--- src/cpu_pkg.sv ---
package cpu_pkg;

    typedef logic [31:0] word_t;
    typedef logic [4:0]  reg_addr_t;

    typedef enum logic [3:0] {
        NOP,
        ADD,
        SUB,
        AND,
        OR,
        XOR,
        SLT,
        SLL,
        LUI
    } alu_op_e;

    // primary opcodes
    localparam logic [5:0] OP_SPECIAL = 6'h00;
    localparam logic [5:0] OP_ADDIU   = 6'h09;
    localparam logic [5:0] OP_ORI     = 6'h0d;
    localparam logic [5:0] OP_LUI     = 6'h0f;

    // funct field of SPECIAL
    localparam logic [5:0] FN_SLL     = 6'h00;
    localparam logic [5:0] FN_ADDU    = 6'h21;
    localparam logic [5:0] FN_SUBU    = 6'h23;
    localparam logic [5:0] FN_AND     = 6'h24;
    localparam logic [5:0] FN_OR      = 6'h25;
    localparam logic [5:0] FN_XOR     = 6'h26;
    localparam logic [5:0] FN_SLT     = 6'h2a;

    localparam word_t RESET_PC = 32'hbfc00000;

endpackage

--- src/core_ifs.sv ---


// lane 0 is master, lane 1 is slave
interface exec_if;
    import cpu_pkg::*;

    logic [1:0] valid;
    alu_op_e    alu_op [2];
    word_t      src_a [2];
    word_t      src_b [2];
    logic [1:0] wen;
    reg_addr_t  waddr [2];
    word_t      pc [2];

    modport source (output valid, alu_op, src_a, src_b, wen, waddr, pc);
    modport sink   (input  valid, alu_op, src_a, src_b, wen, waddr, pc);
endinterface

interface bypass_if;
    import cpu_pkg::*;

    logic [1:0] wen;
    reg_addr_t  waddr [2];
    word_t      result [2];

    modport source (output wen, waddr, result);
    modport sink   (input  wen, waddr, result);
endinterface

interface wb_if;
    import cpu_pkg::*;

    logic [1:0] wen;
    reg_addr_t  waddr [2];
    word_t      wdata [2];
    word_t      pc [2];

    modport source (output wen, waddr, wdata, pc);
    modport sink   (input  wen, waddr, wdata, pc);
endinterface

--- src/execute_stage.sv ---
`timescale 1ns/1ps

module execute_stage (
    input  logic     clk,
    input  logic     reset_i,
    exec_if.sink     ex,
    bypass_if.source byp,
    wb_if.source     wb
);
    import cpu_pkg::*;

    logic [1:0] e_valid;
    logic [1:0] e_wen;
    alu_op_e    e_op [2];
    word_t      e_a [2];
    word_t      e_b [2];
    reg_addr_t  e_waddr [2];
    word_t      e_pc [2];
    word_t      e_res [2];

    function automatic word_t alu(alu_op_e op, word_t a, word_t b);
        case (op)
            ADD:     return a + b;
            SUB:     return a - b;
            AND:     return a & b;
            OR:      return a | b;
            XOR:     return a ^ b;
            SLT:     return {31'd0, $signed(a) < $signed(b)};
            SLL:     return b << a[4:0];
            LUI:     return b;
            default: return '0;
        endcase
    endfunction

    always_ff @(posedge clk) begin
        if (reset_i) begin
            e_valid <= '0;
            wb.wen  <= '0;
        end else begin
            e_valid <= ex.valid;
            wb.wen  <= byp.wen;
        end
    end

    always_ff @(posedge clk) begin
        e_wen <= ex.wen;
        for (int l = 0; l < 2; l++) begin
            e_op[l]     <= ex.alu_op[l];
            e_a[l]      <= ex.src_a[l];
            e_b[l]      <= ex.src_b[l];
            e_waddr[l]  <= ex.waddr[l];
            e_pc[l]     <= ex.pc[l];
            wb.waddr[l] <= e_waddr[l];
            wb.wdata[l] <= e_res[l];
            wb.pc[l]    <= e_pc[l];
        end
    end

    // bubbles never write
    assign byp.wen = e_valid & e_wen;

    for (genvar l = 0; l < 2; l++) begin : g_alu
        assign e_res[l]      = alu(e_op[l], e_a[l], e_b[l]);
        assign byp.waddr[l]  = e_waddr[l];
        assign byp.result[l] = e_res[l];
    end

endmodule

--- src/flat_wrapper.sv ---
// flat-port wrapper written by rule: the top's interface ports become plain ports
module execute_stage_flat import cpu_pkg::*;
  (clk, reset_i, ex_valid, ex_alu_op, ex_src_a, ex_src_b, ex_wen, ex_waddr, ex_pc, byp_wen, byp_waddr, byp_result, wb_wen, wb_waddr, wb_wdata, wb_pc);
  exec_if ex_i ();
  bypass_if byp_i ();
  wb_if wb_i ();
  input  logic clk;
  input  logic reset_i;
  input wire logic [$bits(ex_i.valid)-1:0] ex_valid;
  input wire logic [$bits(ex_i.alu_op)-1:0] ex_alu_op;
  input wire logic [$bits(ex_i.src_a)-1:0] ex_src_a;
  input wire logic [$bits(ex_i.src_b)-1:0] ex_src_b;
  input wire logic [$bits(ex_i.wen)-1:0] ex_wen;
  input wire logic [$bits(ex_i.waddr)-1:0] ex_waddr;
  input wire logic [$bits(ex_i.pc)-1:0] ex_pc;
  output wire logic [$bits(byp_i.wen)-1:0] byp_wen;
  output wire logic [$bits(byp_i.waddr)-1:0] byp_waddr;
  output wire logic [$bits(byp_i.result)-1:0] byp_result;
  output wire logic [$bits(wb_i.wen)-1:0] wb_wen;
  output wire logic [$bits(wb_i.waddr)-1:0] wb_waddr;
  output wire logic [$bits(wb_i.wdata)-1:0] wb_wdata;
  output wire logic [$bits(wb_i.pc)-1:0] wb_pc;
  assign ex_i.valid = ex_valid;
  assign ex_i.alu_op = {>>{ex_alu_op}};
  assign ex_i.src_a = {>>{ex_src_a}};
  assign ex_i.src_b = {>>{ex_src_b}};
  assign ex_i.wen = ex_wen;
  assign ex_i.waddr = {>>{ex_waddr}};
  assign ex_i.pc = {>>{ex_pc}};
  assign byp_wen = byp_i.wen;
  assign byp_waddr = {>>{byp_i.waddr}};
  assign byp_result = {>>{byp_i.result}};
  assign wb_wen = wb_i.wen;
  assign wb_waddr = {>>{wb_i.waddr}};
  assign wb_wdata = {>>{wb_i.wdata}};
  assign wb_pc = {>>{wb_i.pc}};
  execute_stage u_core (.clk(clk), .reset_i(reset_i), .ex(ex_i), .byp(byp_i), .wb(wb_i));
endmodule
--- config.mk ---
export PLATFORM = sky130hd
export DESIGN_NAME = execute_stage_flat
export DESIGN_NICKNAME = d
export VERILOG_FILES = /design/src/cpu_pkg.sv /design/src/core_ifs.sv /design/src/execute_stage.sv /design/src/flat_wrapper.sv
export SDC_FILE = /design/constraint.sdc
export NUM_CORES = 1
export LEC_CHECK = 0
export BUFFER_PORTS_ARGS = -buffer_cell sky130_fd_sc_hd__buf_2
export CORE_ASPECT_RATIO = 0.7
export CORE_MARGIN = 2
export CORE_UTILIZATION = 45
export CTS_CLUSTER_SIZE = 10
export DETAILED_ROUTE_END_ITERATION = 10
export GPL_TIMING_DRIVEN = 0
export PLACE_DENSITY = 0.68
export SKIP_CTS_REPAIR_TIMING = 1
export SYNTH_ARGS = -nofsm -noshare
export SYNTH_HDL_FRONTEND = slang
export SYNTH_SLANG_ARGS = --single-unit
--- constraint.sdc ---
create_clock -name clk -period 7.8 [get_ports clk]
set_input_delay 1.56 -clock clk [delete_from_list [all_inputs] [get_ports clk]]
set_output_delay 1.56 -clock clk [all_outputs]
set_load 0.005 [all_outputs]
==> impl_metrics.json, run 1 <==
{
  "rrSetupSlack_ns": 2.17,
  "cp.required_ns": 6.24,
  "clock_latency_ns": 0.59,
  "ir_worst_vdd_mv": 0.219,
  "synth.ff_latch_count": 354,
  "synth_commonest_cells": "354 x dfxtp_1, 215 x ha_1, 198 x nor2_1",
  "core_um2": 44900,
  "yosysWarningCount": 0,
  "synth_nets": 2784,
  "yosys-top-cells-area": "dfxtp_1 35%, ha_1 13%, o21ai_0 3.9%, mux4_2 3.9%, a21oi_1 3.8%",
  "hp-class": "flip-flop to flip-flop",
  "maxCapViolations": 1,
  "synthFlopType": "dfxtp_1",
  "crit_family": "compound AO/OA/AOI/OAI gates",
  "setup_tns_ns": 0,
  "num_io_pins": 432,
  "synth_area_per_cell_um2": 8.67,
  "critical-path-slowest-cell": "or4_4",
  "whs_ns": 0.315,
  "rsz0062_at_grt": "false",
  "die_y_um": 182,
  "power.total_w": 0.00503,
  "antenna_found_initial": 6,
  "synthDistinctLibCells": 80,
  "ys_seq_area_frac": 0.348,
  "crit_buf_inv": 4,
  "portBuffers": 431,
  "violations": "max-capacitance violations",
  "ff2ff_path_depth": 14,
  "wl_per_cell_um": 27.0,
  "grt_max_degree": 14,
  "slew_headroom": 0.0178,
  "path_common_cell": "buf_2",
  "drt-total-wl_um": 92700,
  "layout-drive-gt1-share": 0.201,
  "crit_path_max_incr_delay_ns": 0.54,
  "cp.arrival_ns": 6.22,
  "utilization": 0.547,
  "synth-edff-count": 0,
  "clock_path_buffers": 3,
  "drc_errors": 0,
  "grt_overflow": 0,
  "fmax_mhz": 129,
  "hold_path_depth": 0,
  "path_cells": "buf_2, clkinv_1, clkbuf_2, fa_1, or2_2, a221oi_2, o2111ai_2, o21ai_1, a2111oi_2, o221ai_2, a21boi_2, or4_4, nor3b_1, a211o_1, buf_2",
  "gp_congestion": 1.06,
  "die_w_um": 258,
  "run_status": "finished with violations",
  "critical_path.max_fanout": 12,
  "ctsRootBufferMaster": "clkbuf_16",
  "synth.top_cell.area_share": 0.348,
  "area_growth_pct": 20.5,
  "nets": 3256,
  "drt_iter0_drc": 3235,
  "cts_tree": "built",
  "dr_total_vias": 21645,
  "fin_area_um2": 24500,
  "startpoint": "u_core.e_a[0][33]",
  "reg2reg_from": "u_core.e_a[0][33]",
  "skew_ns": 0.0177,
  "grt_pass1_vias": 19944,
  "initial_utilization": 0.454,
  "setup_viol": 0,
  "fin_crit_sh": 0.997,
  "critical_path_class": "flip-flop to primary output",
  "dp_hpwl_um": 73900,
  "ant_nets": 0,
  "first_pass_iters": 6,
  "p_per_area_nw_per_um2": 205,
  "critPathCaptureType": "primary output",
  "path_depth": 15,
  "nFillCells": 4225,
  "synthCells": 2349,
  "cts_buffers": 42,
  "cts.htree.levels": 2,
  "synth.most_common_cell": "dfxtp_1",
  "grt_pass1_wl_um": 131000,
  "synthArstFlopShare": 0,
  "hold_violations": 0,
  "yosys.area.top_type": "dfxtp_1",
  "die_area_um2": 47000,
  "dpl_cell_area_um2": 23300,
  "rows": 65,
  "track_usage": 0.380,
  "crit_end": "byp_result[30]",
  "finalMaxSlewViolations": 0,
  "cellLeakagePower_nw": 11.3,
  "clock_sinks": 354,
  "post-route-min-period_ns": 7.78,
  "worstMarginPinSlew_ns": 1.46,
  "r2r-end": "u_core.wb.wdata[30]",
  "avgViaCountPerCell": 6.30,
  "critPathLaunchType": "flip-flop",
  "path_clk_slew_ns": 0.06,
  "netlist_area_um2": 20400
}
==> metrics by stage <==
stage	setup WS, ns	instances
2_1_floorplan	2.00	2349
3_3_place_gp	0.0593	3383
3_5_place_dp	0.0791	3383
4_1_cts	-0.550	3434
5_1_grt	0.0261	3434
6_report	0.0213	3437
==> flip-flops by register name, indices dropped and copies added (netlist names), 8 cells and up <==
| name | flops |
|---|---|
| u_core.e_op | 8 |
| u_core.e_pc | 64 |
| u_core.e_a | 64 |
| wb_pc | 64 |
| u_core.e_waddr | 10 |
| u_core.wb.wdata | 64 |
| u_core.wb.waddr | 10 |
| u_core.e_b | 64 |
==> routing by layer <==
layer	track usage	wire length, um	vias to the layer above
met5	0	0	-
li1	-	-	9455
met3	0.166	14600	160
met2	0.498	35400	1650
met1	0.555	40500	10380
met4	0.102	2310	0
==> layout by cell type, fill, tap and decap left out, types with 7 or more instances in the layout <==
cell       count
clkbuf_1     110
dfxtp_1      354
o21bai_1      31
o211ai_1      43
a31oi_1       24
nor2b_1       22
a211o_1        7
o311ai_0       9
mux2i_1       59
buf_1          7
ha_1         215
o21ai_0      158
nand4_1        9
o21a_1        12
a22oi_1       13
nor3_1        41
buf_2        438
a221o_1       24
or3_1         14
o31a_1        11
o221ai_1      20
and2_1        16
and3_1        16
a21o_1        17
mux4_2        35
inv_1        193
nor4_1        12
a221oi_1      68
nand2_1      189
a21oi_1      156
nand3_1       41
clkbuf_16     42
o31ai_1       11
o22ai_1       26
nand2b_1      20
nor2_1       198
a211oi_1      31
==> power breakdown <==
group          internal (W)  total (W)  switching, W  leakage (nW)
registers           0.00194    0.00203     0.0000933          2.98
logic              0.000440    0.00123      0.000790          7.76
clock network       0.00101    0.00177      0.000758         0.575
total               0.00339    0.00503       0.00164          11.3
==> logic make-up (layout without fill, tap and decap cells) <==
group | after synthesis | count (layout) | share of synthesized area
compound gates | 733 | 733 | 0.245
simple gates | 608 | 608 | 0.136
flops | 354 | 354 | 0.348
buf+inv | 328 | 807 | 0.0610
fa+ha+maj | 219 | 219 | 0.136
mux | 99 | 99 | 0.0704
xor+xnor | 8 | 8 | 0.00344
other cells | 0 | 6 | 0
==> worst register-to-register path: stages, from the launching register on <==
cell	delay [ns]
dfxtp_1	0.37
buf_2	0.35
clkinv_1	0.38
clkbuf_2	0.42
fa_1	0.51
or2_2	0.35
a221oi_2	0.47
o2111ai_2	0.38
o21ai_1	0.39
a2111oi_2	0.21
o221ai_2	0.45
a21boi_2	0.18
or4_4	0.54
nor3b_1	0.16
a211o_1	0.33
==> how the worst min path moves through the flow <==
stage / slack (ns) / end / startpoint
floorplan: 0.31 / wb_pc[0] / u_core.e_pc[0][32]
global placement: 0.31 / wb_pc[62] / u_core.e_pc[0][30]
detailed placement: 0.31 / wb_pc[16] / u_core.e_pc[0][48]
CTS: 0.31 / wb_pc[29] / u_core.e_pc[0][61]
global route: 0.32 / wb_pc[33] / u_core.e_pc[0][1]
finish: 0.31 / wb_pc[29] / u_core.e_pc[0][61]
==> layout make-up <==
class,instances,area (um^2),area share
Multi-Input combinational cell,1667,12100,0.493
Sequential cell,354,7090,0.289
Timing Repair Buffer,431,2160,0.0879
Clock buffer,45,1070,0.0437
Tap cell,603,754,0.0307
Inverter,197,739,0.0301
Buffer,128,499,0.0203
Clock inverter,6,119,0.00484
Antenna cell,6,15.0,0.000612
Note: power is estimated with default switching activity, not from simulation.
==> run 2: changes to the inputs <==
ABC_AREA = 1   (was default)
PLACE_DENSITY = 0.67   (was 0.68)
SKIP_CTS_REPAIR_TIMING = default   (was 1)
==> impl_metrics.json, run 2 <==
{
  "layout-drive-gt1-share": 0.145,
  "fin_cells": 4928,
  "dpl_cell_area_um2": 26900,
  "path_clk_slew_ns": 0.05,
  "r2r-end": "u_core.wb.wdata[25]",
  "layout_common_cells": "1108 x nand2_1, 609 x inv_1, 509 x buf_2, 471 x nand3_1, 354 x dfxtp_1",
  "synth_area_per_cell_um2": 6.34,
  "yosys.area.top_type": "dfxtp_1",
  "netlist_area_um2": 23800,
  "cp.required_ns": 6.24,
  "finalMaxSlewViolations": 0,
  "run_status": "complete, no violations",
  "synthArstFlopShare": 0,
  "crit_path_max_incr_delay_ns": 0.65,
  "fin_crit_sh": 0.809,
  "critical_path_class": "flip-flop to primary output",
  "fin_area_um2": 28000,
  "drc_errors": 0,
  "synth_commonest_cells": "1108 x nand2_1, 609 x inv_1, 471 x nand3_1",
  "maxCapViolations": 0,
  "synth-edff-count": 0,
  "skew_ns": 0.0761,
  "p_per_area_nw_per_um2": 182,
  "drt_iter0_drc": 3917,
  "grt_pass1_vias": 24138,
  "path_cells": "buf_2, clkinv_1, clkbuf_1, ha_1, buf_4, nor2_1, nand3_1, nand3_1, nand2_1, nand2_1, nand2_1, nand3_1, nand2_1, nand3_1, nand3_1, buf_2",
  "cts_tree": "built",
  "hold-path-endpoint": "wb_pc[22]",
  "initial_utilization": 0.456,
  "path_common_cell": "nand3_1",
  "clock_latency_ns": 0.64,
  "synth_nets": 4195,
  "cts_buffers": 41,
  "antenna_found_initial": 7,
  "synth.most_common_cell": "nand2_1",
  "synth.top_cell.area_share": 0.297,
  "cp.arrival_ns": 4.75,
  "synthCells": 3760,
  "ant_nets": 0,
  "dp.cells": 4875,
  "gp_congestion": 1.07,
  "drt-total-wl_um": 113000,
  "cts_resized": 0,
  "worstMarginPinSlew_ns": 1.13,
  "post-route-min-period_ns": 6.31,
  "synthDistinctLibCells": 44,
  "wl_per_cell_um": 22.9,
  "dpl_worst_slack_ns": 2.42,
  "cts_setup_buffers": 0,
  "cts.htree.levels": 2,
  "startpoint": "u_core.e_a[0][35]",
  "hold_violations": 0,
  "portBuffers": 431,
  "layout_commonest_cell": "nand2_1",
  "dp_hpwl_um": 94200,
  "avgViaCountPerCell": 5.54,
  "critical-path-slowest-cell": "nor2_1",
  "reg2reg_from": "u_core.e_a[0][35]",
  "grt_pass1_wl_um": 159000,
  "rsz0062_at_grt": "false",
  "ys_seq_area_frac": 0.297,
  "critPathLaunchType": "flip-flop",
  "fmax_mhz": 158,
  "fin_ws_ns": 1.49,
  "critPathCaptureType": "primary output",
  "grt_max_degree": 13,
  "rows": 70,
  "hp-class": "flip-flop to flip-flop",
  "die_w_um": 279,
  "die_y_um": 197,
  "track_usage": 0.397,
  "core_um2": 52300,
  "setup_viol": 0,
  "first_pass_iters": 6,
  "clock_path_buffers": 3,
  "utilization": 0.535,
  "num_io_pins": 432,
  "cellLeakagePower_nw": 15.7,
  "nets": 4669,
  "ctsRootBufferMaster": "clkbuf_16",
  "slew_headroom": 0.239,
  "yosys-top-cells-area": "dfxtp_1 30%, nand2_1 17%, ha_1 11%, nand3_1 9.9%, inv_1 9.6%",
  "synthFlopType": "dfxtp_1",
  "clock_sinks": 354,
  "postCtsHoldBufs": 0,
  "critical_path.max_fanout": 10,
  "ff2ff_path_depth": 15,
  "rrSetupSlack_ns": 3.65,
  "setup_tns_ns": 0,
  "min-delay-start": "u_core.e_pc[0][54]",
  "synth.ff_latch_count": 354,
  "grt_overflow": 0,
  "hold_path_depth": 0,
  "die_area_um2": 54900,
  "yosysWarningCount": 0,
  "dr_total_vias": 27301,
  "ir_worst_vdd_mv": 0.198,
  "area_growth_pct": 17.4
}
run 2: how the worst max path moves through the flow:
stage | endpoint | cells after the start
6_report | byp_result[25] | 16
5_1_grt | byp_result[25] | 16
4_1_cts | byp_result[25] | 16
3_5_place_dp | byp_result[25] | 16
3_3_place_gp | byp_result[25] | 16
2_1_floorplan | byp_result[0] | 17
run 2: worst max-delay path: cells and delay by family (launching register included):
| kind | cells | cell delay (ns) |
|---|---|---|
| buffers and inverters | 5 | 1.25 |
| AND/OR/NAND/NOR | 10 | 2.14 |
| adder cells (fa/ha/maj) | 1 | 0.37 |
| flip-flops | 1 | 0.41 |
run 2: area by class of cell:
class	count	area, um^2
antenna	6	15.0
buffer	136	752
clock buffer	43	1040
clock inverter	4	67.6
fill	5531	24300
inverter	624	2340
multi-input combinational	2646	13700
sequential	354	7090
tap	684	856
timing repair buffer	431	2160
run 2: cells by family after synthesis:
logic type	count (synthesis)	synth area share
AOI/OAI and AO/OA	412	0.102
xor gates and xnor gates	2	0.000735
adders and majority gates	219	0.116
buffers and inverters	760	0.130
DFF	354	0.297
and+or+nand+nor	2013	0.354
run 2: stage by stage:
stage	hold WS [ns]	total power [W]
floorplan	0.310	0.00279
global placement	0.310	0.00336
detailed placement	0.312	0.00336
CTS	0.275	0.00504
global route	0.282	0.00531
finish	0.264	0.00510
run 2: routing by layer:
layer | vias up | GRT usage | share of wire
li1 | 12848 | - | -
met1 | 12363 | 0.588 | 0.45
met2 | 1963 | 0.459 | 0.33
met3 | 125 | 0.262 | 0.21
met4 | 2 | 0.0635 | 0.014
met5 | - | 0 | 0.00012
run 2: where the power goes:
| part | internal, W | switching [W] | leakage (nW) |
|---|---|---|---|
| registers | 0.00193 | 0.0000901 | 2.98 |
| clock network | 0.000946 | 0.000742 | 0.543 |
| logic | 0.000413 | 0.000977 | 12.1 |
| total | 0.00329 | 0.00181 | 15.7 |
