<file path="src/cpu_pkg.sv">
package cpu_pkg;

    typedef logic [31:0] word_t;
    typedef logic [4:0]  reg_addr_t;

    typedef enum logic [3:0] {
        NOP,
        ADD,
        SUB,
        AND,
        OR,
        XOR,
        SLT,
        SLL,
        LUI
    } alu_op_e;

    // primary opcodes
    localparam logic [5:0] OP_SPECIAL = 6'h00;
    localparam logic [5:0] OP_ADDIU   = 6'h09;
    localparam logic [5:0] OP_ORI     = 6'h0d;
    localparam logic [5:0] OP_LUI     = 6'h0f;

    // funct field of SPECIAL
    localparam logic [5:0] FN_SLL     = 6'h00;
    localparam logic [5:0] FN_ADDU    = 6'h21;
    localparam logic [5:0] FN_SUBU    = 6'h23;
    localparam logic [5:0] FN_AND     = 6'h24;
    localparam logic [5:0] FN_OR      = 6'h25;
    localparam logic [5:0] FN_XOR     = 6'h26;
    localparam logic [5:0] FN_SLT     = 6'h2a;

    localparam word_t RESET_PC = 32'hbfc00000;

endpackage

</file>
<file path="src/core_ifs.sv">
`timescale 1ns/1ps

// two oldest queue entries and the pop strobes
interface issue_if #(
    parameter int CNT_W = 4
);
    import cpu_pkg::*;

    word_t            master_inst;
    word_t            master_pc;
    word_t            slave_inst;
    word_t            slave_pc;
    logic [CNT_W-1:0] count;
    logic             pop_master;
    logic             pop_slave;

    modport source (
        output master_inst, master_pc, slave_inst, slave_pc, count,
        input  pop_master, pop_slave
    );
    modport sink (
        input  master_inst, master_pc, slave_inst, slave_pc, count,
        output pop_master, pop_slave
    );
endinterface

// lane 0 is master, lane 1 is slave
interface exec_if;
    import cpu_pkg::*;

    logic [1:0] valid;
    alu_op_e    alu_op [2];
    word_t      src_a [2];
    word_t      src_b [2];
    logic [1:0] wen;
    reg_addr_t  waddr [2];
    word_t      pc [2];

    modport source (output valid, alu_op, src_a, src_b, wen, waddr, pc);
    modport sink   (input  valid, alu_op, src_a, src_b, wen, waddr, pc);
endinterface

interface bypass_if;
    import cpu_pkg::*;

    logic [1:0] wen;
    reg_addr_t  waddr [2];
    word_t      result [2];

    modport source (output wen, waddr, result);
    modport sink   (input  wen, waddr, result);
endinterface


</file>
<file path="src/decoder.sv">
`timescale 1ns/1ps

module decoder (
    input  cpu_pkg::word_t     inst_i,
    output cpu_pkg::alu_op_e   alu_op_o,
    output cpu_pkg::reg_addr_t rs_o,
    output cpu_pkg::reg_addr_t rt_o,
    output cpu_pkg::reg_addr_t waddr_o,
    output logic               reads_rt_o,
    output logic               use_imm_o,
    output logic               use_shamt_o,
    output cpu_pkg::word_t     imm_o,
    output logic               wen_o
);
    import cpu_pkg::*;

    logic [5:0] opcode;
    logic [5:0] funct;
    logic       known;

    assign opcode = inst_i[31:26];
    assign funct  = inst_i[5:0];
    assign rs_o   = inst_i[25:21];
    assign rt_o   = inst_i[20:16];

    always_comb begin
        alu_op_o    = NOP;
        waddr_o     = inst_i[15:11];
        reads_rt_o  = 1'b0;
        use_imm_o   = 1'b0;
        use_shamt_o = 1'b0;
        imm_o       = {{16{inst_i[15]}}, inst_i[15:0]};
        known       = 1'b1;
        case (opcode)
            OP_SPECIAL: begin
                reads_rt_o = 1'b1;
                case (funct)
                    FN_ADDU: alu_op_o = ADD;
                    FN_SUBU: alu_op_o = SUB;
                    FN_AND:  alu_op_o = AND;
                    FN_OR:   alu_op_o = OR;
                    FN_XOR:  alu_op_o = XOR;
                    FN_SLT:  alu_op_o = SLT;
                    FN_SLL: begin
                        alu_op_o    = SLL;
                        use_shamt_o = 1'b1;
                    end
                    default: known = 1'b0;
                endcase
            end
            OP_ADDIU: begin
                alu_op_o  = ADD;
                waddr_o   = rt_o;
                use_imm_o = 1'b1;
            end
            OP_ORI: begin
                alu_op_o  = OR;
                waddr_o   = rt_o;
                use_imm_o = 1'b1;
                imm_o     = {16'h0000, inst_i[15:0]};
            end
            OP_LUI: begin
                alu_op_o  = LUI;
                waddr_o   = rt_o;
                use_imm_o = 1'b1;
                imm_o     = {inst_i[15:0], 16'h0000};
            end
            default: known = 1'b0;
        endcase
    end

    // unknown words and r0 targets retire as no-ops
    assign wen_o = known && (waddr_o != '0);

endmodule

</file>
<file path="src/issue_stage.sv">
`timescale 1ns/1ps

module issue_stage (
    issue_if.sink              iss,
    exec_if.source             ex,
    bypass_if.sink             byp,
    output cpu_pkg::reg_addr_t rf_raddr0_o,
    output cpu_pkg::reg_addr_t rf_raddr1_o,
    output cpu_pkg::reg_addr_t rf_raddr2_o,
    output cpu_pkg::reg_addr_t rf_raddr3_o,
    input  cpu_pkg::word_t     rf_rdata0_i,
    input  cpu_pkg::word_t     rf_rdata1_i,
    input  cpu_pkg::word_t     rf_rdata2_i,
    input  cpu_pkg::word_t     rf_rdata3_i
);
    import cpu_pkg::*;

    word_t      inst [2];
    word_t      pc [2];
    alu_op_e    d_op [2];
    reg_addr_t  d_rs [2];
    reg_addr_t  d_rt [2];
    reg_addr_t  d_waddr [2];
    word_t      d_imm [2];
    logic [1:0] d_reads_rt;
    logic [1:0] d_use_imm;
    logic [1:0] d_use_shamt;
    logic [1:0] d_wen;
    word_t      op_rf [4];
    word_t      op_val [4];
    logic       slave_dep;
    logic       issue_m;
    logic       issue_s;

    assign inst[0] = iss.master_inst;
    assign inst[1] = iss.slave_inst;
    assign pc[0]   = iss.master_pc;
    assign pc[1]   = iss.slave_pc;

    // operand order is master rs, master rt, slave rs, slave rt
    assign rf_raddr0_o = d_rs[0];
    assign rf_raddr1_o = d_rt[0];
    assign rf_raddr2_o = d_rs[1];
    assign rf_raddr3_o = d_rt[1];
    assign op_rf[0]    = rf_rdata0_i;
    assign op_rf[1]    = rf_rdata1_i;
    assign op_rf[2]    = rf_rdata2_i;
    assign op_rf[3]    = rf_rdata3_i;

    // execute results override the register file, slave is younger
    always_comb begin
        for (int i = 0; i < 4; i++) begin
            op_val[i] = op_rf[i];
            if (byp.wen[0] && byp.waddr[0] == (i[0] ? d_rt[i / 2] : d_rs[i / 2])) begin
                op_val[i] = byp.result[0];
            end
            if (byp.wen[1] && byp.waddr[1] == (i[0] ? d_rt[i / 2] : d_rs[i / 2])) begin
                op_val[i] = byp.result[1];
            end
        end
    end

    // rs counts as read for every slave word
    assign slave_dep = d_wen[0] && ((d_rs[1] == d_waddr[0]) ||
                                    (d_reads_rt[1] && d_rt[1] == d_waddr[0]));
    assign issue_m   = iss.count != '0;
    assign issue_s   = issue_m && (iss.count >= 2) && !slave_dep;

    assign iss.pop_master = issue_m;
    assign iss.pop_slave  = issue_s;
    assign ex.valid       = {issue_s, issue_m};
    assign ex.wen         = d_wen;

    for (genvar l = 0; l < 2; l++) begin : g_lane
        decoder u_decoder (
            .inst_i      (inst[l]),
            .alu_op_o    (d_op[l]),
            .rs_o        (d_rs[l]),
            .rt_o        (d_rt[l]),
            .waddr_o     (d_waddr[l]),
            .reads_rt_o  (d_reads_rt[l]),
            .use_imm_o   (d_use_imm[l]),
            .use_shamt_o (d_use_shamt[l]),
            .imm_o       (d_imm[l]),
            .wen_o       (d_wen[l])
        );

        assign ex.alu_op[l] = d_op[l];
        assign ex.src_a[l]  = d_use_shamt[l] ? {27'd0, inst[l][10:6]} : op_val[2 * l];
        assign ex.src_b[l]  = d_use_imm[l] ? d_imm[l] : op_val[2 * l + 1];
        assign ex.waddr[l]  = d_waddr[l];
        assign ex.pc[l]     = pc[l];
    end

endmodule

</file>
<file path="src/flat_wrapper.sv">
// flat-port wrapper written by rule: the top's interface ports become plain ports
module issue_stage_flat import cpu_pkg::*;
  (rf_raddr0_o, rf_raddr1_o, rf_raddr2_o, rf_raddr3_o, rf_rdata0_i, rf_rdata1_i, rf_rdata2_i, rf_rdata3_i, iss_master_inst, iss_master_pc, iss_slave_inst, iss_slave_pc, iss_count, iss_pop_master, iss_pop_slave, ex_valid, ex_alu_op, ex_src_a, ex_src_b, ex_wen, ex_waddr, ex_pc, byp_wen, byp_waddr, byp_result);
  issue_if iss_i ();
  exec_if ex_i ();
  bypass_if byp_i ();
  output cpu_pkg::reg_addr_t rf_raddr0_o;
  output cpu_pkg::reg_addr_t rf_raddr1_o;
  output cpu_pkg::reg_addr_t rf_raddr2_o;
  output cpu_pkg::reg_addr_t rf_raddr3_o;
  input  cpu_pkg::word_t rf_rdata0_i;
  input  cpu_pkg::word_t rf_rdata1_i;
  input  cpu_pkg::word_t rf_rdata2_i;
  input  cpu_pkg::word_t rf_rdata3_i;
  input wire logic [$bits(iss_i.master_inst)-1:0] iss_master_inst;
  input wire logic [$bits(iss_i.master_pc)-1:0] iss_master_pc;
  input wire logic [$bits(iss_i.slave_inst)-1:0] iss_slave_inst;
  input wire logic [$bits(iss_i.slave_pc)-1:0] iss_slave_pc;
  input wire logic [$bits(iss_i.count)-1:0] iss_count;
  output wire logic [$bits(iss_i.pop_master)-1:0] iss_pop_master;
  output wire logic [$bits(iss_i.pop_slave)-1:0] iss_pop_slave;
  output wire logic [$bits(ex_i.valid)-1:0] ex_valid;
  output wire logic [$bits(ex_i.alu_op)-1:0] ex_alu_op;
  output wire logic [$bits(ex_i.src_a)-1:0] ex_src_a;
  output wire logic [$bits(ex_i.src_b)-1:0] ex_src_b;
  output wire logic [$bits(ex_i.wen)-1:0] ex_wen;
  output wire logic [$bits(ex_i.waddr)-1:0] ex_waddr;
  output wire logic [$bits(ex_i.pc)-1:0] ex_pc;
  input wire logic [$bits(byp_i.wen)-1:0] byp_wen;
  input wire logic [$bits(byp_i.waddr)-1:0] byp_waddr;
  input wire logic [$bits(byp_i.result)-1:0] byp_result;
  assign iss_i.master_inst = iss_master_inst;
  assign iss_i.master_pc = iss_master_pc;
  assign iss_i.slave_inst = iss_slave_inst;
  assign iss_i.slave_pc = iss_slave_pc;
  assign iss_i.count = iss_count;
  assign iss_pop_master = iss_i.pop_master;
  assign iss_pop_slave = iss_i.pop_slave;
  assign ex_valid = ex_i.valid;
  assign ex_alu_op = {>>{ex_i.alu_op}};
  assign ex_src_a = {>>{ex_i.src_a}};
  assign ex_src_b = {>>{ex_i.src_b}};
  assign ex_wen = ex_i.wen;
  assign ex_waddr = {>>{ex_i.waddr}};
  assign ex_pc = {>>{ex_i.pc}};
  assign byp_i.wen = byp_wen;
  assign byp_i.waddr = {>>{byp_waddr}};
  assign byp_i.result = {>>{byp_result}};
  issue_stage u_core (.iss(iss_i), .ex(ex_i), .byp(byp_i), .rf_raddr0_o(rf_raddr0_o), .rf_raddr1_o(rf_raddr1_o), .rf_raddr2_o(rf_raddr2_o), .rf_raddr3_o(rf_raddr3_o), .rf_rdata0_i(rf_rdata0_i), .rf_rdata1_i(rf_rdata1_i), .rf_rdata2_i(rf_rdata2_i), .rf_rdata3_i(rf_rdata3_i));
endmodule
</file>
<file path="config.mk">
export PLATFORM = sky130hd
export DESIGN_NAME = issue_stage_flat
export DESIGN_NICKNAME = d
export VERILOG_FILES = /design/src/cpu_pkg.sv /design/src/core_ifs.sv /design/src/decoder.sv /design/src/issue_stage.sv /design/src/flat_wrapper.sv
export SDC_FILE = /design/constraint.sdc
export NUM_CORES = 1
export LEC_CHECK = 0
export BUFFER_PORTS_ARGS = -buffer_cell sky130_fd_sc_hd__buf_2
export CORE_AREA = 2 2 223 225
export DETAILED_ROUTE_END_ITERATION = 10
export DIE_AREA = 0 0 225 227
export PLACE_DENSITY = 0.39
export SETUP_SLACK_MARGIN = 0.05
export SLEW_MARGIN = 5
export SYNTH_ARGS = -nofsm -noshare
export SYNTH_HDL_FRONTEND = slang
export SYNTH_SLANG_ARGS = --single-unit
</file>
<file path="constraint.sdc">
create_clock -name vclk -period 6.35
set_input_delay 1.27 -clock vclk [all_inputs]
set_output_delay 1.27 -clock vclk [all_outputs]
set_load 0.005 [all_outputs]
</file>
==> flow_summary.yaml, run 1 <==
status:
  status: "finished clean"
clocking:
  cts-resized-gates: 0
  cts_hold_buf: 0
  cts_setup_buffers: 0
setup_path:
  path_buf_inv: 3
  cp_data_arrival_time_ns: 3.77
  crit_chain: "buf_2, xor2_1, nor4_1, nand3_4, buf_4, nor2_1, a211oi_1, a21o_1, buf_2"
  cpPeakStageDelay_ns: 0.62
  startpoint_type: "primary input"
  path_common_cell: "buf_2"
  crit_path_top_delay_cell: "nor4_1"
  cp.required_ns: 5.08
  path_max_fanout: 33
  critPathTopFamily: "simple AND/OR/NAND/NOR gates"
  path_class: "primary input to output pin"
  endpoint_kind: "output pin"
final_layout:
  nClkBuffers: 0
  drive_gt1_frac: 0.421
  layout_commonest_cell: "buf_2"
  seqCellArea_sq_um: 0
  nets: 1485
  final_cell_mix: "444 x buf_2, 129 x mux2i_1, 111 x nor2_1"
  final_cell_area_sq_um: 7920
  nFlopsAndLatches: 0
  area_growth_pct: 39.0
synth:
  synth_fa_ha_area_frac: 0
  synth-compound-area-share: 0.306
  yosys_warnings: 0
  synth.avg_cell_area_sq_um: 6.72
  synthXorXnorAreaFrac: 0.0723
  synthesis.area_sq_um: 5700
  synth_top_family_by_area: "compound AO/OA/AOI/OAI gates"
  synthSimpleGateAreaFrac: 0.203
  netlist_instances: 848
  syn_nets: 1184
  synthMuxAreaShare: 0.235
  netlist-cell-type-count: 53
  synth-seq-area-share: 0
place:
  hpwl_um: 40800
  gp_congestion: 0.818
  postPlaceCellArea_sq_um: 7910
  port_buffers: 444
global_routing:
  grt_max_degree: 34
  grt_first_pass_wirelength_um: 63100
  antenna_found_initial: 7
  grt_pass1_vias: 7776
  grt-ovfl-total: 0
  track_usage: 0.178
floorplanning:
  ioPinCount: 572
  die_h_um: 227
  start_util: 0.117
  core_sq_um: 48500
  rows: 81
  die_area_sq_um: 51100
  die_w_um: 225
power:
  p_per_area_nw_per_um2: 64.7
  internal-power_uw: 218
  switchingPower_uw: 294
  seqPwrFrac: 0
  clkPwrFrac: 0
  combPwrFrac: 1.000
  leakagePower_uw: 0.00366
  ir_worst_vdd_mv: 0.0238
  sw_frac_of_total: 0.574
drt:
  first_pass_iters: 6
  vias_per_cell: 4.47
  num_vias: 7913
  drc: 0
  dr.first_iter.drc_count: 445
  drt-wirelength-per-cell_um: 27.1
  drtAntennaViolNets: 0
  wirelength_um: 48000
timing:
  hold_viol_final: 0
  fin_crit_sh: 0.794
  slew_viol_final: 0
  setup_viol: 0
  slew_headroom: 0.381
  rsz0062_at_grt: "no"
  fmax_mhz: 198
  worst_pin_slew_ns: 0.924
  post-route-min-period_ns: 5.04
  setup_tns_ns: 0
min_path:
  whs_path_depth: 0
  holdPathEnd: "ex_pc[13]"
  worstHoldStart: "iss_slave_pc[13]"
  hold_path.class: "primary input to output pin"
flow_run:
  cap_violations: 0
-- cells in the mapped netlist, types with 4 or more instances --
cell type,number,area [sq um]
nand2_1,63,236
or4_1,4,30.0
a21o_1,11,82.6
inv_1,7,26.3
a21oi_1,37,185
o21ai_1,38,190
buf_4,101,758
a221o_1,15,150
xnor2_1,14,123
nor2_1,112,420
o21ai_0,8,40.0
nor2b_1,8,50.1
mux2i_1,129,1290
a2bb2oi_1,15,131
and3_1,8,50.1
buf_2,14,70.1
a31oi_1,5,31.3
a211oi_1,66,495
a22o_1,33,289
or3_1,4,25.0
clkbuf_1,47,176
nand4_1,4,25.0
nor4_1,12,75.1
nand3_1,11,55.1
nor3_1,9,45.0
xor2_1,33,289
-- kinds of logic (layout without fill, tap and decap cells) --
group,count (synthesis),count (layout)
other cells,0,3
xor+xnor,47,47
mux,133,133
simple gates,251,251
buf+inv,172,471
compound gates,245,245
-- per-layer routing --
layer / global-route usage / wire length, um / up-vias
met2: 0.334 / 24500 / 425
met3: 0.0240 / 2770 / 53
met5: 0 / 23 / -
li1: - / - / 3644
met1: 0.213 / 19400 / 3787
met4: 0.0419 / 1250 / 4
-- through the flow --
| stage | total power (uW) | cells | util | setup WS [ns] | hold slack, ns |
|---|---|---|---|---|---|
| global placement | 521 | 1769 | 0.163 | 1.26 | 2.54 |
| floorplan | 243 | 848 | - | 2.18 | 2.57 |
| CTS | 524 | 1769 | 0.163 | 1.26 | 2.54 |
| finish | 513 | 1772 | 0.163 | 1.31 | 2.54 |
| detailed placement | 522 | 1769 | 0.163 | 1.26 | 2.54 |
| global route | 557 | 1770 | 0.163 | 1.09 | 2.54 |
-- final cells by class --
class | count | area, sq um
fillers | 5685 | 40600
multi-input cells | 676 | 4710
repair buffers | 464 | 2400
well taps | 622 | 778
inverters | 7 | 26.3
diodes | 3 | 7.51
-- worst max-delay path by stage --
stage	start	end	slack (ns)	cells past startpoint
finish	byp_waddr[2]	ex_src_a[32]	1.31	9
global route	byp_waddr[2]	ex_src_a[32]	1.09	8
CTS	byp_waddr[2]	ex_src_a[60]	1.26	7
detailed placement	byp_waddr[2]	ex_src_a[32]	1.26	8
global placement	iss_master_inst[16]	ex_src_b[48]	1.26	9
floorplan	iss_master_inst[28]	ex_valid[1]	2.18	9
-- power groups by stage --
stage / Combinational [uW] / Sequential [uW] / Clock [uW]
final: 513 / 0 / 0.0000407
after global routing: 557 / 0 / 0.0000211
after CTS: 524 / 0 / 0
after detailed placement: 522 / 0 / 0
after global placement: 521 / 0 / 0
after floorplan: 243 / 0 / 0
Power figures use the tool's default switching activity.
==> run 2: changes to the inputs <==
Settings changed: CORE_AREA 2 2 223 225 to 2 2 224 226, DIE_AREA 0 0 225 227 to 0 0 226 228, PLACE_DENSITY 0.39 to 0.4.
Clock period 6.35 ns to 4.3 ns, I/O delays scaled along.
==> flow_summary.yaml, run 2 (synthesis gave the netlist of run 1 again) <==
min_path:
  whs_path_depth: 0
  holdPathEnd: "ex_pc[13]"
  hold_path.class: "primary input to output pin"
  worstHoldStart: "iss_slave_pc[13]"
final_layout:
  layout_commonest_cell: "buf_2"
  nFlopsAndLatches: 0
  fin_cells: 1850
  nFillCells: 5731
  seqCellArea_sq_um: 0
  nClkBuffers: 0
  area_growth_pct: 44.4
  nets: 1515
  final_cell_mix: "444 x buf_2, 129 x mux2i_1, 111 x nor2_1"
  drive_gt1_frac: 0.436
power:
  leakagePower_uw: 0.00381
  p_per_area_nw_per_um2: 93.3
  ir_worst_vdd_mv: 0.0364
  total_power_uw: 767
clocking:
  cts_setup_buffers: 0
  cts-resized-gates: 0
  cts_hold_buf: 0
floorplanning:
  rows: 82
  die_h_um: 228
  core_sq_um: 49300
  die_area_sq_um: 51500
  die_w_um: 226
  start_util: 0.115
  ioPinCount: 572
global_routing:
  grt_pass1_vias: 7790
  grt_max_degree: 35
  grt_first_pass_wirelength_um: 62800
  track_usage: 0.174
  grt-ovfl-total: 0
  antenna_found_initial: 9
setup_path:
  path_max_fanout: 12
  cp_data_arrival_time_ns: 3.04
  startpoint_type: "primary input"
  crit_path_top_delay_cell: "and3_2"
  cpPeakStageDelay_ns: 0.47
  path_class: "primary input to output pin"
  path_common_cell: "buf_2"
  endpoint_kind: "output pin"
  cp.required_ns: 3.44
  crit_chain: "buf_2, xor2_1, nor4_1, and3_2, buf_4, mux2i_1, o21ai_1, a221o_1, buf_2"
timing:
  fmax_mhz: 256
  rsz0062_at_grt: "no"
  worst_pin_slew_ns: 0.923
  fin_crit_sh: 0.908
  setup_viol: 0
  hold_viol_final: 0
  post-route-min-period_ns: 3.90
  slew_headroom: 0.382
  slew_viol_final: 0
  setup_tns_ns: 0
drt:
  vias_per_cell: 4.32
  drt-wirelength-per-cell_um: 25.6
  drc: 0
  drtAntennaViolNets: 0
  dr.first_iter.drc_count: 378
  wirelength_um: 47400
  num_vias: 7986
  first_pass_iters: 5
place:
  dpl.cell_count: 1849
  gp_congestion: 0.804
  port_buffers: 444
  hpwl_um: 40800
status:
  status: "finished clean"
flow_run:
  cap_violations: 0
-- run 2: through the flow --
| step | cell area, sq um | hold slack (ns) | worst slack (ns) | utilization |
|---|---|---|---|---|
| CTS | 8220 | 1.72 | 0.385 | 0.167 |
| detailed placement | 8220 | 1.72 | 0.389 | 0.167 |
| floorplan | 5700 | 1.75 | 0.953 | - |
| global placement | 8220 | 1.72 | 0.404 | 0.167 |
| global route | 8230 | 1.72 | 0.248 | 0.167 |
| finish | 8230 | 1.72 | 0.395 | 0.167 |
-- run 2: how the worst max path moves through the flow --
| stage | startpoint | endpoint | slack [ns] | cells after the start |
|---|---|---|---|---|
| after floorplan | iss_master_inst[28] | ex_valid[1] | 0.95 | 9 |
| after global placement | iss_master_inst[19] | ex_src_b[53] | 0.40 | 10 |
| after detailed placement | iss_slave_inst[18] | ex_src_b[31] | 0.39 | 8 |
| after CTS | iss_slave_inst[18] | ex_src_b[31] | 0.39 | 8 |
| after global routing | iss_slave_inst[18] | ex_src_b[18] | 0.25 | 9 |
| final | iss_slave_inst[18] | ex_src_b[18] | 0.40 | 9 |
-- run 2: layout make-up --
cell class	count	area, sq um	share of cell area
Antenna cell	1	2.50	0.000304
Inverter	7	26.3	0.00319
Multi-Input combinational cell	676	4710	0.572
Tap cell	672	841	0.102
Timing Repair Buffer	494	2650	0.322
-- run 2: layer usage --
layer,GRT usage,wire [um],share of wire
met1,0.216,19600,0.41
met2,0.320,23800,0.50
met3,0.0278,3280,0.069
met4,0.0234,684,0.014
met5,0,50,0.0011
-- run 2: critical path: cells and delay by family --
kind | cells | cell delay (ns)
buffers and inverters | 3 | 0.65
AOI/OAI and AO/OA | 2 | 0.37
xor gates and xnor gates | 1 | 0.16
and+or+nand+nor | 2 | 0.75
muxes | 1 | 0.23
-- run 2: power by group --
group	leakage (uW)	switching [uW]	internal, uW
clock network	0.00000000634	0	0.0000313
logic	0.00381	433	335
registers	0	0	0
==> run 3: changes to the inputs <==
Settings changed: CORE_AREA 2 2 224 226 to 2 2 223 225, DIE_AREA 0 0 226 228 to 0 0 225 227, PLACE_DENSITY 0.4 to 0.39.
Clock period 4.3 ns to 4.5 ns, I/O delays scaled along.
==> flow_summary.yaml, run 3 (synthesis gave the netlist of run 1 again) <==
drt:
  drtAntennaViolNets: 0
  dr.first_iter.drc_count: 293
  num_vias: 7926
  drc: 0
  first_pass_iters: 5
  wirelength_um: 46700
  vias_per_cell: 4.42
  drt-wirelength-per-cell_um: 26.1
min_path:
  hold_path.class: "primary input to output pin"
  whs_path_depth: 0
final_layout:
  nets: 1506
  seqCellArea_sq_um: 0
  nFlopsAndLatches: 0
  nFillCells: 5656
  layout_commonest_cell: "buf_2"
  multi_input_area_sq_um: 4710
  final_cell_mix: "444 x buf_2, 129 x mux2i_1, 111 x nor2_1"
  area_growth_pct: 41.7
  drive_gt1_frac: 0.432
  nClkBuffers: 0
  post-route-util: 0.166
  fin_cells: 1792
global_routing:
  track_usage: 0.173
  globalRouteMet1Util: 0.210
  gr-usage-met3: 0.0341
  grt_first_pass_wirelength_um: 62000
  busiest_layer: "met2"
  grt_max_degree: 36
  grt-ovfl-total: 0
  grt_pass1_vias: 7810
  grt_use_met2: 0.319
  antenna_found_initial: 9
setup_path:
  cpPeakStageDelay_ns: 0.71
  endpoint_kind: "output pin"
  cp_data_arrival_time_ns: 3.16
  crit_path_top_delay_cell: "and4b_2"
  path_max_fanout: 18
  critPathLaunch: "iss_slave_inst[27]"
  path_class: "primary input to output pin"
  crit_chain: "buf_2, or4_1, nor4_2, and4b_2, buf_4, a211oi_1, buf_2"
  startpoint_type: "primary input"
  path_common_cell: "buf_2"
  crit_end: "ex_src_a[29]"
  cp.required_ns: 3.60
power:
  p_per_area_nw_per_um2: 89.9
  total_power_uw: 726
  ir_worst_vdd_mv: 0.0494
  leakagePower_uw: 0.00376
clocking:
  cts_setup_buffers: 0
  cts_hold_buf: 0
  cts-resized-gates: 0
timing:
  hold_viol_final: 0
  rsz0062_at_grt: "no"
  setup_tns_ns: 0
  slew_viol_final: 0
  fmax_mhz: 246
  slew_headroom: 0.370
  post-route-min-period_ns: 4.06
  setup_viol: 0
  fin_crit_sh: 0.902
  worst_pin_slew_ns: 0.942
floorplanning:
  die_area_sq_um: 51100
  rows: 81
  core_sq_um: 48500
  start_util: 0.117
  die_w_um: 225
  ioPinCount: 572
  die_h_um: 227
status:
  status: "finished clean"
place:
  port_buffers: 444
  hpwl_um: 40000
  gp_congestion: 0.803
  dpl.cell_count: 1790
flow_run:
  cap_violations: 0
==> run 3: cell types whose count changed in the layout (fill, tap and decap cells not counted), sizes merged <==
cell / delta
buf: -9
diode: +1
==> run 3: how the worst min path moves through the flow <==
stage                             start           end  slack, ns
finish                 iss_slave_pc[13]     ex_pc[13]       1.80
global placement        iss_slave_pc[0]      ex_pc[0]       1.80
global route          iss_master_pc[21]     ex_pc[53]       1.80
detailed placement      iss_slave_pc[0]      ex_pc[0]       1.80
CTS                     iss_slave_pc[0]      ex_pc[0]       1.80
floorplan           iss_master_inst[30]  ex_alu_op[6]       1.83
==> run 3: layout make-up <==
| type | count | area share |
|---|---|---|
| Timing Repair Buffer | 485 | 0.316 |
| Inverter | 7 | 0.00325 |
| Antenna cell | 2 | 0.000620 |
| Tap cell | 622 | 0.0964 |
| Multi-Input combinational cell | 676 | 0.583 |
==> run 3: report_power, final <==
part,total [uW],switching [uW],internal (uW),leakage (uW)
Combinational,726,408,317,0.00376
Clock,0.0000596,0,0.0000595,0.0000000127
Sequential,0,0,0,0
Total,726,408,317,0.00376
==> run 3: critical path, delay by kind of cell <==
| kind | cells | cell delay, ns |
|---|---|---|
| buffers and inverters | 3 | 0.59 |
| and+or+nand+nor | 3 | 1.59 |
| AOI/OAI and AO/OA | 1 | 0.07 |
==> run 3: metal layers <==
layer	vias to the layer above	wire (um)
met1	3772	19200
met4	10	776
met2	386	23500
met5	-	68
met3	54	3190
li1	3704	-
==> run 3: per-stage QoR <==
step | setup slack (ns) | area, sq um | hold WS [ns]
2_1_floorplan | 1.07 | 5700 | 1.83
3_3_place_gp | 0.401 | 8070 | 1.80
3_5_place_dp | 0.377 | 8070 | 1.80
4_1_cts | 0.377 | 8070 | 1.80
5_1_grt | 0.299 | 8070 | 1.80
6_report | 0.439 | 8070 | 1.80
